$ cat config.mk
export PLATFORM = sky130hd
export DESIGN_NAME = wb_interconnect
export DESIGN_NICKNAME = d
export VERILOG_FILES = /design/src/wb_ic_cfg_pkg.sv /design/src/wb_ic_types_pkg.sv /design/src/wb_req_if.sv /design/src/wb_rr_arbiter.sv /design/src/wb_master_port.sv /design/src/wb_slave_port.sv /design/src/wb_interconnect.sv
export SDC_FILE = /design/constraint.sdc
export NUM_CORES = 1
export LEC_CHECK = 0
export BUFFER_PORTS_ARGS = -buffer_cell sky130_fd_sc_hd__buf_2
export CAP_MARGIN = 20
export CORE_AREA = 2 2 228 230
export CTS_CLUSTER_DIAMETER = 60
export DETAILED_ROUTE_END_ITERATION = 6
export DIE_AREA = 0 0 230 232
export PLACE_DENSITY = 0.45
export SKIP_LAST_GASP = 1
export SLEW_MARGIN = 25
export SYNTH_ARGS = -nofsm -noshare
export SYNTH_HDL_FRONTEND = slang
export SYNTH_SLANG_ARGS = --single-unit
$ cat constraint.sdc
create_clock -name clk_i -period 7.6 [get_ports clk_i]
set_clock_uncertainty 0.05 [all_clocks]
set_input_delay 0.38 -clock clk_i [delete_from_list [all_inputs] [get_ports clk_i]]
set_output_delay 0.38 -clock clk_i [all_outputs]
set_load 0.01 [all_outputs]
$ cat src/wb_ic_cfg_pkg.sv
// Interconnect bus configuration
`default_nettype none

package wb_ic_cfg_pkg;

  // ------------------------------
  // Bus widths
  // ------------------------------

  // Master side address
  localparam int ADR_W     = 32;
  // Write and read data
  localparam int DAT_W     = 32;
  // One select bit per byte lane
  localparam int SEL_W     = DAT_W / 8;
  // UART and pin-mux slaves only decode the low bits
  localparam int SLV_ADR_W = 9;

  // Slave ports behind the interconnect
  localparam int NUM_TGT   = 3;

  // ------------------------------
  // Address map
  // ------------------------------

  // Serial flash memory window, bits 31:28
  localparam logic [3:0]  MEM_TOP_NIBBLE = 4'h0;
  // Flash controller registers, bits 31:16
  localparam logic [15:0] REG_HI         = 16'h1000;
  // UART block, bits 31:16
  localparam logic [15:0] UART_HI        = 16'h1001;
  // Pin-mux and global registers, bits 31:16
  localparam logic [15:0] PMUX_HI        = 16'h1002;

endpackage

`default_nettype wire

$ cat src/wb_ic_types_pkg.sv
// Interconnect shared types
`default_nettype none

package wb_ic_types_pkg;

  // ------------------------------
  // Target decode
  // ------------------------------

  // Slave selected by a master address
  // TGT_NONE marks a hole in the address map
  typedef enum logic [1:0] {
    TGT_SPI  = 2'd0,
    TGT_UART = 2'd1,
    TGT_PMUX = 2'd2,
    TGT_NONE = 2'd3
  } tgt_e;

  // Per slave arbiter FSM
  typedef enum logic {
    ARB_IDLE = 1'b0,
    ARB_BUSY = 1'b1
  } arb_state_e;

  // ------------------------------
  // Response path
  // ------------------------------

  // One slave's answer towards one master
  typedef struct packed {
    logic [wb_ic_cfg_pkg::DAT_W-1:0] data;
    logic                            ack;
    logic                            err;
  } wb_resp_t;

endpackage

`default_nettype wire

$ cat src/wb_req_if.sv
// Decoded master request bundle
`timescale 1ns/1ps
`default_nettype none

interface wb_req_if;
  import wb_ic_cfg_pkg::*;
  import wb_ic_types_pkg::*;

  // Address as seen by the master
  logic [ADR_W-1:0] adr;
  // Write data
  logic [DAT_W-1:0] dat_w;
  // Byte lane enables
  logic [SEL_W-1:0] sel;
  // Write when high
  logic             we;
  // Cycle, held high to keep the bus
  logic             cyc;
  // Strobe, already gated for unmapped addresses
  logic             stb;
  // Slave picked by the address decoder
  tgt_e             tgt;

  // Master port side drives the request
  modport src (
    output adr,
    output dat_w,
    output sel,
    output we,
    output cyc,
    output stb,
    output tgt
  );

  // Slave port side only observes
  modport dst (
    input adr,
    input dat_w,
    input sel,
    input we,
    input cyc,
    input stb,
    input tgt
  );

endinterface

`default_nettype wire

$ cat src/wb_rr_arbiter.sv
// Round-robin bus arbiter
`timescale 1ns/1ps
`default_nettype none

module wb_rr_arbiter #(
  parameter int NUM_MST = 3
) (
  input  logic               clk_i,
  input  logic               arst_n_i,
  // One request per master
  input  logic [NUM_MST-1:0] req_i,
  // Owner still holds its cycle
  input  logic               hold_i,
  // Registered grant
  output logic [NUM_MST-1:0] gnt_o
);
  import wb_ic_types_pkg::*;

  localparam int IDX_W = $clog2(NUM_MST);

  arb_state_e         state_q;
  logic [NUM_MST-1:0] gnt_q;
  logic [IDX_W-1:0]   last_q;
  logic [NUM_MST-1:0] nxt_gnt;
  logic [IDX_W-1:0]   nxt_idx;
  logic               nxt_found;

  // ------------------------------
  // Next owner search
  // ------------------------------

  // Scan starts right after the last owner and wraps
  always_comb begin : p_pick
    int cand;
    nxt_gnt   = '0;
    nxt_idx   = last_q;
    nxt_found = 1'b0;
    for (int i = 1; i <= NUM_MST; i++) begin
      cand = int'(last_q) + i;
      if (cand >= NUM_MST) begin
        cand = cand - NUM_MST;
      end
      // First hit wins
      if (!nxt_found && req_i[cand]) begin
        nxt_found     = 1'b1;
        nxt_gnt[cand] = 1'b1;
        nxt_idx       = IDX_W'(cand);
      end
    end
  end

  // ------------------------------
  // Grant FSM
  // ------------------------------

  // Master 0 is first after reset
  always_ff @(posedge clk_i or negedge arst_n_i) begin
    if (!arst_n_i) begin
      state_q <= ARB_IDLE;
      gnt_q   <= '0;
      last_q  <= IDX_W'(NUM_MST - 1);
    end else begin
      case (state_q)
        ARB_IDLE: begin
          if (nxt_found) begin
            gnt_q   <= nxt_gnt;
            last_q  <= nxt_idx;
            state_q <= ARB_BUSY;
          end
        end
        ARB_BUSY: begin
          // Owner gave up its cycle
          if (!hold_i) begin
            gnt_q   <= '0;
            state_q <= ARB_IDLE;
          end
        end
        default: begin
          gnt_q   <= '0;
          state_q <= ARB_IDLE;
        end
      endcase
    end
  end

  assign gnt_o = gnt_q;

  // At most one owner at a time
  a_gnt_onehot: assert property (@(posedge clk_i) disable iff (!arst_n_i)
    $onehot0(gnt_o));

endmodule

`default_nettype wire

$ cat src/wb_master_port.sv
// Master port decoder
`timescale 1ns/1ps
`default_nettype none

module wb_master_port (
  input  logic                              clk_i,
  input  logic                              arst_n_i,
  // Wishbone master side
  input  logic [wb_ic_cfg_pkg::ADR_W-1:0]   wb_adr_i,
  input  logic [wb_ic_cfg_pkg::DAT_W-1:0]   wb_dat_i,
  input  logic [wb_ic_cfg_pkg::SEL_W-1:0]   wb_sel_i,
  input  logic                              wb_we_i,
  input  logic                              wb_cyc_i,
  input  logic                              wb_stb_i,
  output logic [wb_ic_cfg_pkg::DAT_W-1:0]   wb_dat_o,
  output logic                              wb_ack_o,
  output logic                              wb_err_o,
  // Decoded request towards all slave ports
  wb_req_if.src                             req,
  // One answer per slave port
  input  wb_ic_types_pkg::wb_resp_t         resp_i [wb_ic_cfg_pkg::NUM_TGT]
);
  import wb_ic_cfg_pkg::*;
  import wb_ic_types_pkg::*;

  tgt_e     tgt;
  wb_resp_t resp_sel;
  logic     unmapped;
  logic     err_q;

  // ------------------------------
  // Address decode
  // ------------------------------

  // Flash memory and flash registers share slave 0
  always_comb begin
    if (wb_adr_i[31:28] == MEM_TOP_NIBBLE) begin
      tgt = TGT_SPI;
    end else if (wb_adr_i[31:16] == REG_HI) begin
      tgt = TGT_SPI;
    end else if (wb_adr_i[31:16] == UART_HI) begin
      tgt = TGT_UART;
    end else if (wb_adr_i[31:16] == PMUX_HI) begin
      tgt = TGT_PMUX;
    end else begin
      tgt = TGT_NONE;
    end
  end

  assign unmapped  = (tgt == TGT_NONE);

  // Request fan-out, no slave sees a strobe for a hole
  assign req.adr   = wb_adr_i;
  assign req.dat_w = wb_dat_i;
  assign req.sel   = wb_sel_i;
  assign req.we    = wb_we_i;
  assign req.cyc   = wb_cyc_i;
  assign req.stb   = wb_stb_i & ~unmapped;
  assign req.tgt   = tgt;

  // ------------------------------
  // Unmapped error
  // ------------------------------

  // Raised one cycle after the strobe, held while the strobe stays up
  always_ff @(posedge clk_i or negedge arst_n_i) begin
    if (!arst_n_i) begin
      err_q <= 1'b0;
    end else begin
      err_q <= wb_cyc_i & wb_stb_i & unmapped;
    end
  end

  // Response select, follows the same decode as the request
  always_comb begin
    case (tgt)
      TGT_SPI:  resp_sel = resp_i[TGT_SPI];
      TGT_UART: resp_sel = resp_i[TGT_UART];
      TGT_PMUX: resp_sel = resp_i[TGT_PMUX];
      default:  resp_sel = '0;
    endcase
  end

  assign wb_dat_o = resp_sel.data;
  assign wb_ack_o = resp_sel.ack;
  assign wb_err_o = resp_sel.err | (err_q & wb_stb_i);

  // A transfer ends with exactly one of ack or err
  a_ack_err_excl: assert property (@(posedge clk_i) disable iff (!arst_n_i)
    !(wb_ack_o && wb_err_o));

endmodule

`default_nettype wire

$ cat src/wb_slave_port.sv
// Slave port with arbitration
`timescale 1ns/1ps
`default_nettype none

module wb_slave_port #(
  parameter int                    NUM_MST   = 3,
  parameter wb_ic_types_pkg::tgt_e TARGET_ID = wb_ic_types_pkg::TGT_SPI
) (
  input  logic                            clk_i,
  input  logic                            arst_n_i,
  // Decoded requests of every master
  wb_req_if.dst                           mst [NUM_MST],
  // Wishbone slave side
  output logic [wb_ic_cfg_pkg::ADR_W-1:0] s_adr_o,
  output logic [wb_ic_cfg_pkg::DAT_W-1:0] s_dat_o,
  output logic [wb_ic_cfg_pkg::SEL_W-1:0] s_sel_o,
  output logic                            s_we_o,
  output logic                            s_cyc_o,
  output logic                            s_stb_o,
  input  logic [wb_ic_cfg_pkg::DAT_W-1:0] s_dat_i,
  input  logic                            s_ack_i,
  // Answer towards each master
  output wb_ic_types_pkg::wb_resp_t       resp_o [NUM_MST]
);
  import wb_ic_cfg_pkg::*;

  logic [NUM_MST-1:0] req_vec;
  logic [NUM_MST-1:0] stb_vec;
  logic [NUM_MST-1:0] we_vec;
  logic [NUM_MST-1:0] gnt;
  logic               hold;
  logic [ADR_W-1:0]   adr_a [NUM_MST];
  logic [DAT_W-1:0]   dat_a [NUM_MST];
  logic [SEL_W-1:0]   sel_a [NUM_MST];

  // ------------------------------
  // Per master request and reply
  // ------------------------------

  for (genvar i = 0; i < NUM_MST; i++) begin : g_mst
    // Only masters aimed at this slave compete
    assign req_vec[i] = mst[i].cyc & (mst[i].tgt == TARGET_ID);
    assign stb_vec[i] = mst[i].stb;
    assign we_vec[i]  = mst[i].we;
    assign adr_a[i]   = mst[i].adr;
    assign dat_a[i]   = mst[i].dat_w;
    assign sel_a[i]   = mst[i].sel;

    // Read data and ack go to the owner only
    assign resp_o[i] = '{
      data: gnt[i] ? s_dat_i : '0,
      ack:  gnt[i] & s_ack_i,
      err:  1'b0
    };
  end

  // Owner keeps the bus as long as its cycle stays on this slave
  assign hold = |(gnt & req_vec);

  wb_rr_arbiter #(
    .NUM_MST (NUM_MST)
  ) u_arb (
    .clk_i    (clk_i),
    .arst_n_i (arst_n_i),
    .req_i    (req_vec),
    .hold_i   (hold),
    .gnt_o    (gnt)
  );

  // ------------------------------
  // Request mux
  // ------------------------------

  // AND-OR select on the one-hot grant
  always_comb begin
    s_adr_o = '0;
    s_dat_o = '0;
    s_sel_o = '0;
    s_we_o  = 1'b0;
    for (int i = 0; i < NUM_MST; i++) begin
      if (gnt[i]) begin
        s_adr_o = s_adr_o | adr_a[i];
        s_dat_o = s_dat_o | dat_a[i];
        s_sel_o = s_sel_o | sel_a[i];
        s_we_o  = s_we_o | we_vec[i];
      end
    end
  end

  // Cycle and strobe only while the owner still targets this slave
  assign s_cyc_o = |(gnt & req_vec);
  assign s_stb_o = |(gnt & req_vec & stb_vec);

  // Strobe never shows up outside a cycle
  a_stb_in_cyc: assert property (@(posedge clk_i) disable iff (!arst_n_i)
    s_stb_o |-> s_cyc_o);

endmodule

`default_nettype wire

$ cat src/wb_interconnect.sv
// Shared bus Wishbone interconnect
`timescale 1ns/1ps
`default_nettype none

module wb_interconnect (
  input  logic                                clk_i,
  input  logic                                arst_n_i,
  // Master 0
  input  logic [wb_ic_cfg_pkg::DAT_W-1:0]     m0_wbd_dat_i,
  input  logic [wb_ic_cfg_pkg::ADR_W-1:0]     m0_wbd_adr_i,
  input  logic [wb_ic_cfg_pkg::SEL_W-1:0]     m0_wbd_sel_i,
  input  logic                                m0_wbd_we_i,
  input  logic                                m0_wbd_cyc_i,
  input  logic                                m0_wbd_stb_i,
  output logic [wb_ic_cfg_pkg::DAT_W-1:0]     m0_wbd_dat_o,
  output logic                                m0_wbd_ack_o,
  output logic                                m0_wbd_err_o,
  // Master 1
  input  logic [wb_ic_cfg_pkg::DAT_W-1:0]     m1_wbd_dat_i,
  input  logic [wb_ic_cfg_pkg::ADR_W-1:0]     m1_wbd_adr_i,
  input  logic [wb_ic_cfg_pkg::SEL_W-1:0]     m1_wbd_sel_i,
  input  logic                                m1_wbd_we_i,
  input  logic                                m1_wbd_cyc_i,
  input  logic                                m1_wbd_stb_i,
  output logic [wb_ic_cfg_pkg::DAT_W-1:0]     m1_wbd_dat_o,
  output logic                                m1_wbd_ack_o,
  output logic                                m1_wbd_err_o,
  // Master 2
  input  logic [wb_ic_cfg_pkg::DAT_W-1:0]     m2_wbd_dat_i,
  input  logic [wb_ic_cfg_pkg::ADR_W-1:0]     m2_wbd_adr_i,
  input  logic [wb_ic_cfg_pkg::SEL_W-1:0]     m2_wbd_sel_i,
  input  logic                                m2_wbd_we_i,
  input  logic                                m2_wbd_cyc_i,
  input  logic                                m2_wbd_stb_i,
  output logic [wb_ic_cfg_pkg::DAT_W-1:0]     m2_wbd_dat_o,
  output logic                                m2_wbd_ack_o,
  output logic                                m2_wbd_err_o,
  // Slave 0, flash memory and its registers
  input  logic [wb_ic_cfg_pkg::DAT_W-1:0]     s0_wbd_dat_i,
  input  logic                                s0_wbd_ack_i,
  output logic [wb_ic_cfg_pkg::DAT_W-1:0]     s0_wbd_dat_o,
  output logic [wb_ic_cfg_pkg::ADR_W-1:0]     s0_wbd_adr_o,
  output logic [wb_ic_cfg_pkg::SEL_W-1:0]     s0_wbd_sel_o,
  output logic                                s0_wbd_we_o,
  output logic                                s0_wbd_cyc_o,
  output logic                                s0_wbd_stb_o,
  // Slave 1, UART
  input  logic [wb_ic_cfg_pkg::DAT_W-1:0]     s1_wbd_dat_i,
  input  logic                                s1_wbd_ack_i,
  output logic [wb_ic_cfg_pkg::DAT_W-1:0]     s1_wbd_dat_o,
  output logic [wb_ic_cfg_pkg::SLV_ADR_W-1:0] s1_wbd_adr_o,
  output logic [wb_ic_cfg_pkg::SEL_W-1:0]     s1_wbd_sel_o,
  output logic                                s1_wbd_we_o,
  output logic                                s1_wbd_cyc_o,
  output logic                                s1_wbd_stb_o,
  // Slave 2, pin-mux and global registers
  input  logic [wb_ic_cfg_pkg::DAT_W-1:0]     s2_wbd_dat_i,
  input  logic                                s2_wbd_ack_i,
  output logic [wb_ic_cfg_pkg::DAT_W-1:0]     s2_wbd_dat_o,
  output logic [wb_ic_cfg_pkg::SLV_ADR_W-1:0] s2_wbd_adr_o,
  output logic [wb_ic_cfg_pkg::SEL_W-1:0]     s2_wbd_sel_o,
  output logic                                s2_wbd_we_o,
  output logic                                s2_wbd_cyc_o,
  output logic                                s2_wbd_stb_o
);
  import wb_ic_cfg_pkg::*;
  import wb_ic_types_pkg::*;

  localparam int NUM_MST = 3;

  // Response arrays, by target then by master
  wb_resp_t         resp_tm [NUM_TGT][NUM_MST];
  wb_resp_t         resp_mt [NUM_MST][NUM_TGT];
  // Full width slave addresses before truncation
  logic [ADR_W-1:0] s1_adr_full;
  logic [ADR_W-1:0] s2_adr_full;

  wb_req_if req_if [NUM_MST] ();

  // Transpose so each master sees one answer per target
  for (genvar m = 0; m < NUM_MST; m++) begin : g_resp_m
    for (genvar t = 0; t < NUM_TGT; t++) begin : g_resp_t
      assign resp_mt[m][t] = resp_tm[t][m];
    end
  end

  // ------------------------------
  // Master ports
  // ------------------------------

  wb_master_port u_m0 (
    .clk_i (clk_i), .arst_n_i (arst_n_i),
    .wb_adr_i (m0_wbd_adr_i), .wb_dat_i (m0_wbd_dat_i), .wb_sel_i (m0_wbd_sel_i),
    .wb_we_i (m0_wbd_we_i), .wb_cyc_i (m0_wbd_cyc_i), .wb_stb_i (m0_wbd_stb_i),
    .wb_dat_o (m0_wbd_dat_o), .wb_ack_o (m0_wbd_ack_o), .wb_err_o (m0_wbd_err_o),
    .req (req_if[0]), .resp_i (resp_mt[0])
  );

  wb_master_port u_m1 (
    .clk_i (clk_i), .arst_n_i (arst_n_i),
    .wb_adr_i (m1_wbd_adr_i), .wb_dat_i (m1_wbd_dat_i), .wb_sel_i (m1_wbd_sel_i),
    .wb_we_i (m1_wbd_we_i), .wb_cyc_i (m1_wbd_cyc_i), .wb_stb_i (m1_wbd_stb_i),
    .wb_dat_o (m1_wbd_dat_o), .wb_ack_o (m1_wbd_ack_o), .wb_err_o (m1_wbd_err_o),
    .req (req_if[1]), .resp_i (resp_mt[1])
  );

  wb_master_port u_m2 (
    .clk_i (clk_i), .arst_n_i (arst_n_i),
    .wb_adr_i (m2_wbd_adr_i), .wb_dat_i (m2_wbd_dat_i), .wb_sel_i (m2_wbd_sel_i),
    .wb_we_i (m2_wbd_we_i), .wb_cyc_i (m2_wbd_cyc_i), .wb_stb_i (m2_wbd_stb_i),
    .wb_dat_o (m2_wbd_dat_o), .wb_ack_o (m2_wbd_ack_o), .wb_err_o (m2_wbd_err_o),
    .req (req_if[2]), .resp_i (resp_mt[2])
  );

  // ------------------------------
  // Slave ports
  // ------------------------------

  wb_slave_port #(.NUM_MST (NUM_MST), .TARGET_ID (TGT_SPI)) u_s0 (
    .clk_i (clk_i), .arst_n_i (arst_n_i), .mst (req_if),
    .s_adr_o (s0_wbd_adr_o), .s_dat_o (s0_wbd_dat_o), .s_sel_o (s0_wbd_sel_o),
    .s_we_o (s0_wbd_we_o), .s_cyc_o (s0_wbd_cyc_o), .s_stb_o (s0_wbd_stb_o),
    .s_dat_i (s0_wbd_dat_i), .s_ack_i (s0_wbd_ack_i), .resp_o (resp_tm[TGT_SPI])
  );

  wb_slave_port #(.NUM_MST (NUM_MST), .TARGET_ID (TGT_UART)) u_s1 (
    .clk_i (clk_i), .arst_n_i (arst_n_i), .mst (req_if),
    .s_adr_o (s1_adr_full), .s_dat_o (s1_wbd_dat_o), .s_sel_o (s1_wbd_sel_o),
    .s_we_o (s1_wbd_we_o), .s_cyc_o (s1_wbd_cyc_o), .s_stb_o (s1_wbd_stb_o),
    .s_dat_i (s1_wbd_dat_i), .s_ack_i (s1_wbd_ack_i), .resp_o (resp_tm[TGT_UART])
  );

  wb_slave_port #(.NUM_MST (NUM_MST), .TARGET_ID (TGT_PMUX)) u_s2 (
    .clk_i (clk_i), .arst_n_i (arst_n_i), .mst (req_if),
    .s_adr_o (s2_adr_full), .s_dat_o (s2_wbd_dat_o), .s_sel_o (s2_wbd_sel_o),
    .s_we_o (s2_wbd_we_o), .s_cyc_o (s2_wbd_cyc_o), .s_stb_o (s2_wbd_stb_o),
    .s_dat_i (s2_wbd_dat_i), .s_ack_i (s2_wbd_ack_i), .resp_o (resp_tm[TGT_PMUX])
  );

  // UART and pin-mux decode only the low address bits
  assign s1_wbd_adr_o = s1_adr_full[SLV_ADR_W-1:0];
  assign s2_wbd_adr_o = s2_adr_full[SLV_ADR_W-1:0];

endmodule

`default_nettype wire

==> flow_summary.toml <==
[cells_and_area]
post-route-util = 0.2012
syn_to_final_growth_pct = 54.00
nets = 1870
fill_cells = 5943
layout-drive-gt1-share = 0.4227
fin_cells = 2221
regArea_um2 = 541.8
multi_input_area_um2 = 5024

[floorplan]
ioPinCount = 583
coreArea_um2 = 50890
die_x_um = 230
rows = 83
die_h_um = 232
dieArea_um2 = 53360
initial_core_util = 0.1306

[clocking]
htree_levels = 1
cts_buffers = 3
cts.sinks = 21
clockBufferDepth = 2
cts_hold_buf = 0
insertion_delay_ps = 260
path_clk_slew_ps = 60
cts_root_buf = "clkbuf_16"
post_cts_buffers = 0
cts_tree = "yes"
cts_resized = 0

[run_status]
outcome = "finished, violations left"
violations = "design-rule violations"

[drt]
vias = 10990
postRouteAntennaNets = 0
avgViaCountPerCell = 4.947
routed_wl_um = 46020
drtIter0Drc = 1789
wire_per_inst_um = 20.72
first_pass_iters = 7
drc = 160

[setup_path]
critical_path.slowest_cell = "or4_4"
critPathLaunchType = "register"
critPathMaxFanout = 10
worstPathCellList = "inv_1 -> ha_1 -> inv_1 -> or4_4 -> a21oi_4 -> a211oi_2 -> a21o_1 -> a311oi_1 -> o21bai_1"
cp_common_cell = "inv_1"
max_stage_delay_ps = 620
cp-startpoint = "u_s1.u_arb.last_q[0]"
crit_family = "compound AO/OA/AOI/OAI gates"
end_kind = "register"
worst-setup-path-type = "reg2reg"
cp_num_buf_inv = 2
required_ps = 7730
worstPathArrival_ps = 3430
r2r_start = "u_s1.u_arb.last_q[0]"

[timing]
period_share = 0.4336
finalSetupTns_ps = 0
finalHoldViolCount = 0
final_max_slew_viol_count = 0
grt_setup_unrepaired = "false"
slew_headroom = 0.3406
setup_violations = 0
layout_min_cycle_time_ps = 3295
max_freq_ghz = 0.3035
timing.final.ws_setup_ps = 4305
worst-slew-pin-transition_ps = 989.1

[power]
power.share.clock = 0.147
switchingPower_w = 0.0003834
p_leak_nw = 6.566
intPower_w = 0.0004137
p_comb_frac = 0.676
swShare = 0.4810
p_seq_frac = 0.178
ir_drop_uv = 80.44
power_density_nw_per_um2 = 77.86

[logic_synthesis]
ys_seq_area_frac = 0.07962
synth-main-ff-cell = "dfrtp_1"
async_flop_share = 1.000
avgSynthCellArea_um2 = 6.423
synthTopCellsByArea = "a222oi_1, nand2_1, a22oi_1"
syn_inst = 1035
synth_top_area_share = 0.2439
yosysTopAreaCell = "a222oi_1"
netlist_area_um2 = 6648
ys_warn_count = 0
synth_seq_cells = 21
synth_edf_count = 0
yosysUniqueCellTypes = 84
synth_nets = 1364

[job]
cap_violations = 0

[grt]
grt_max_degree = 72
gr-usage-all-layers = 0.1550
antenna_found_initial = 6
overflow = 0
grt_pass1_vias = 10010
grt_pass1_wl_um = 65180

[min_path]
hp-class = "in2async"

[placement]
place.gp.congestion = 0.9285
dp_slack_ps = 4291
dp_hpwl_um = 34660
dp.cells = 2216
io_buffer_count = 582
cells in the mapped netlist, drive strengths merged, types with 4 or more instances:
cell	instances
nor4b	4
or3	6
nand4	7
and3	6
nand2b	6
nor2b	6
nor4	9
mux2i	5
and2	8
dfrtp	18
clkbuf	83
nand3	15
nor2	22
nand2	235
nor3	11
a222oi	162
a21oi	24
buf	16
a21o	5
o21a	6
ha	15
a22oi	104
o21ai	15
inv	183
final cells by class:
| class | count | share of cell area |
|---|---|---|
| Clock buffer | 4 | 0.007700 |
| Antenna cell | 1 | 0.0002444 |
| Tap cell | 680 | 0.08311 |
| Inverter | 183 | 0.06710 |
| Timing Repair Buffer | 601 | 0.2982 |
| Sequential cell | 21 | 0.05292 |
| Multi-Input combinational cell | 731 | 0.4907 |
metrics by stage:
stage	hold WS, ps	instance area (um2)	total power, W
finish	46.34	10240	0.0007971
global route	93.83	10240	0.0008481
CTS	71.97	10230	0.0007938
detailed placement	345.6	10160	0.0006745
global placement	351.2	10150	0.0006691
floorplan	34.41	6648	0.0004088
layout by cell type, fill, tap and decap left out, types with 5 or more instances in the layout:
master      n
buf_2     583
nand2_1   235
inv_1     183
a222oi_1  162
a22oi_1   104
a21oi_1    22
nor2_1     20
buf_4      18
ha_1       15
nand3_1    14
o21ai_0    11
dfrtp_1    10
and2_1      8
nor3_1      7
nand4_1     7
dfrtp_2     7
nand2b_1    6
o21a_1      6
or3_1       5
nor2b_1     5
mux2i_1     5
worst paths after layout:
path / to / slack, ps / cells past startpoint
min in group clk_i: u_m2.err_q / 310 / 3
hold reg to reg: u_s1.u_arb.last_q[1] / 450 / 2
setup / recovery: u_s1.u_arb.gnt_o[0] / 4310 / 9
setup reg to reg: u_s1.u_arb.gnt_o[0] / 4310 / 9
max in group asynchronous: u_s1.u_arb.gnt_o[2] / 7050 / 1
hold / removal: u_s0.u_arb.last_q[0] / 50 / 1
cells by family (layout without fill, tap and decap cells):
kind of cell,count (synthesis),count (layout),synth area share
fa+ha+maj,15,15,0.02823
simple gates,356,356,0.2554
buf+inv,283,788,0.1679
other cells,0,1,0
flops,21,21,0.07962
xor+xnor,1,1,0.001318
compound gates,353,353,0.4583
mux,6,6,0.009223
routing by layer:
metal | track usage | part of all wire
met1 | 0.2158 | 0.43
met2 | 0.2541 | 0.48
met3 | 0.02787 | 0.078
met4 | 0.02016 | 0.014
met5 | 0 | 0.00059
state kept, by name, indices dropped and copies added (netlist names):
name	cells
u_s0.u_arb.gnt_o	3
u_s1.u_arb.gnt_o	3
u_s2.u_arb.gnt_o	3
u_s0.u_arb.last_q	2
u_s1.u_arb.last_q	2
u_s2.u_arb.last_q	2
u_m0.err_q	1
u_m1.err_q	1
u_m2.err_q	1
u_s0.u_arb.state_q	1
u_s1.u_arb.state_q	1
u_s2.u_arb.state_q	1
power groups by stage:
stage          sequential, W  clock (W)  combinational (W)
2_1_floorplan       0.000135          0           0.000274
3_3_place_gp        0.000144          0           0.000525
3_5_place_dp        0.000144          0           0.000531
4_1_cts             0.000142   0.000119           0.000533
5_1_grt             0.000144   0.000123           0.000581
6_report            0.000142   0.000117           0.000539
(Power assumes the default switching activity.)
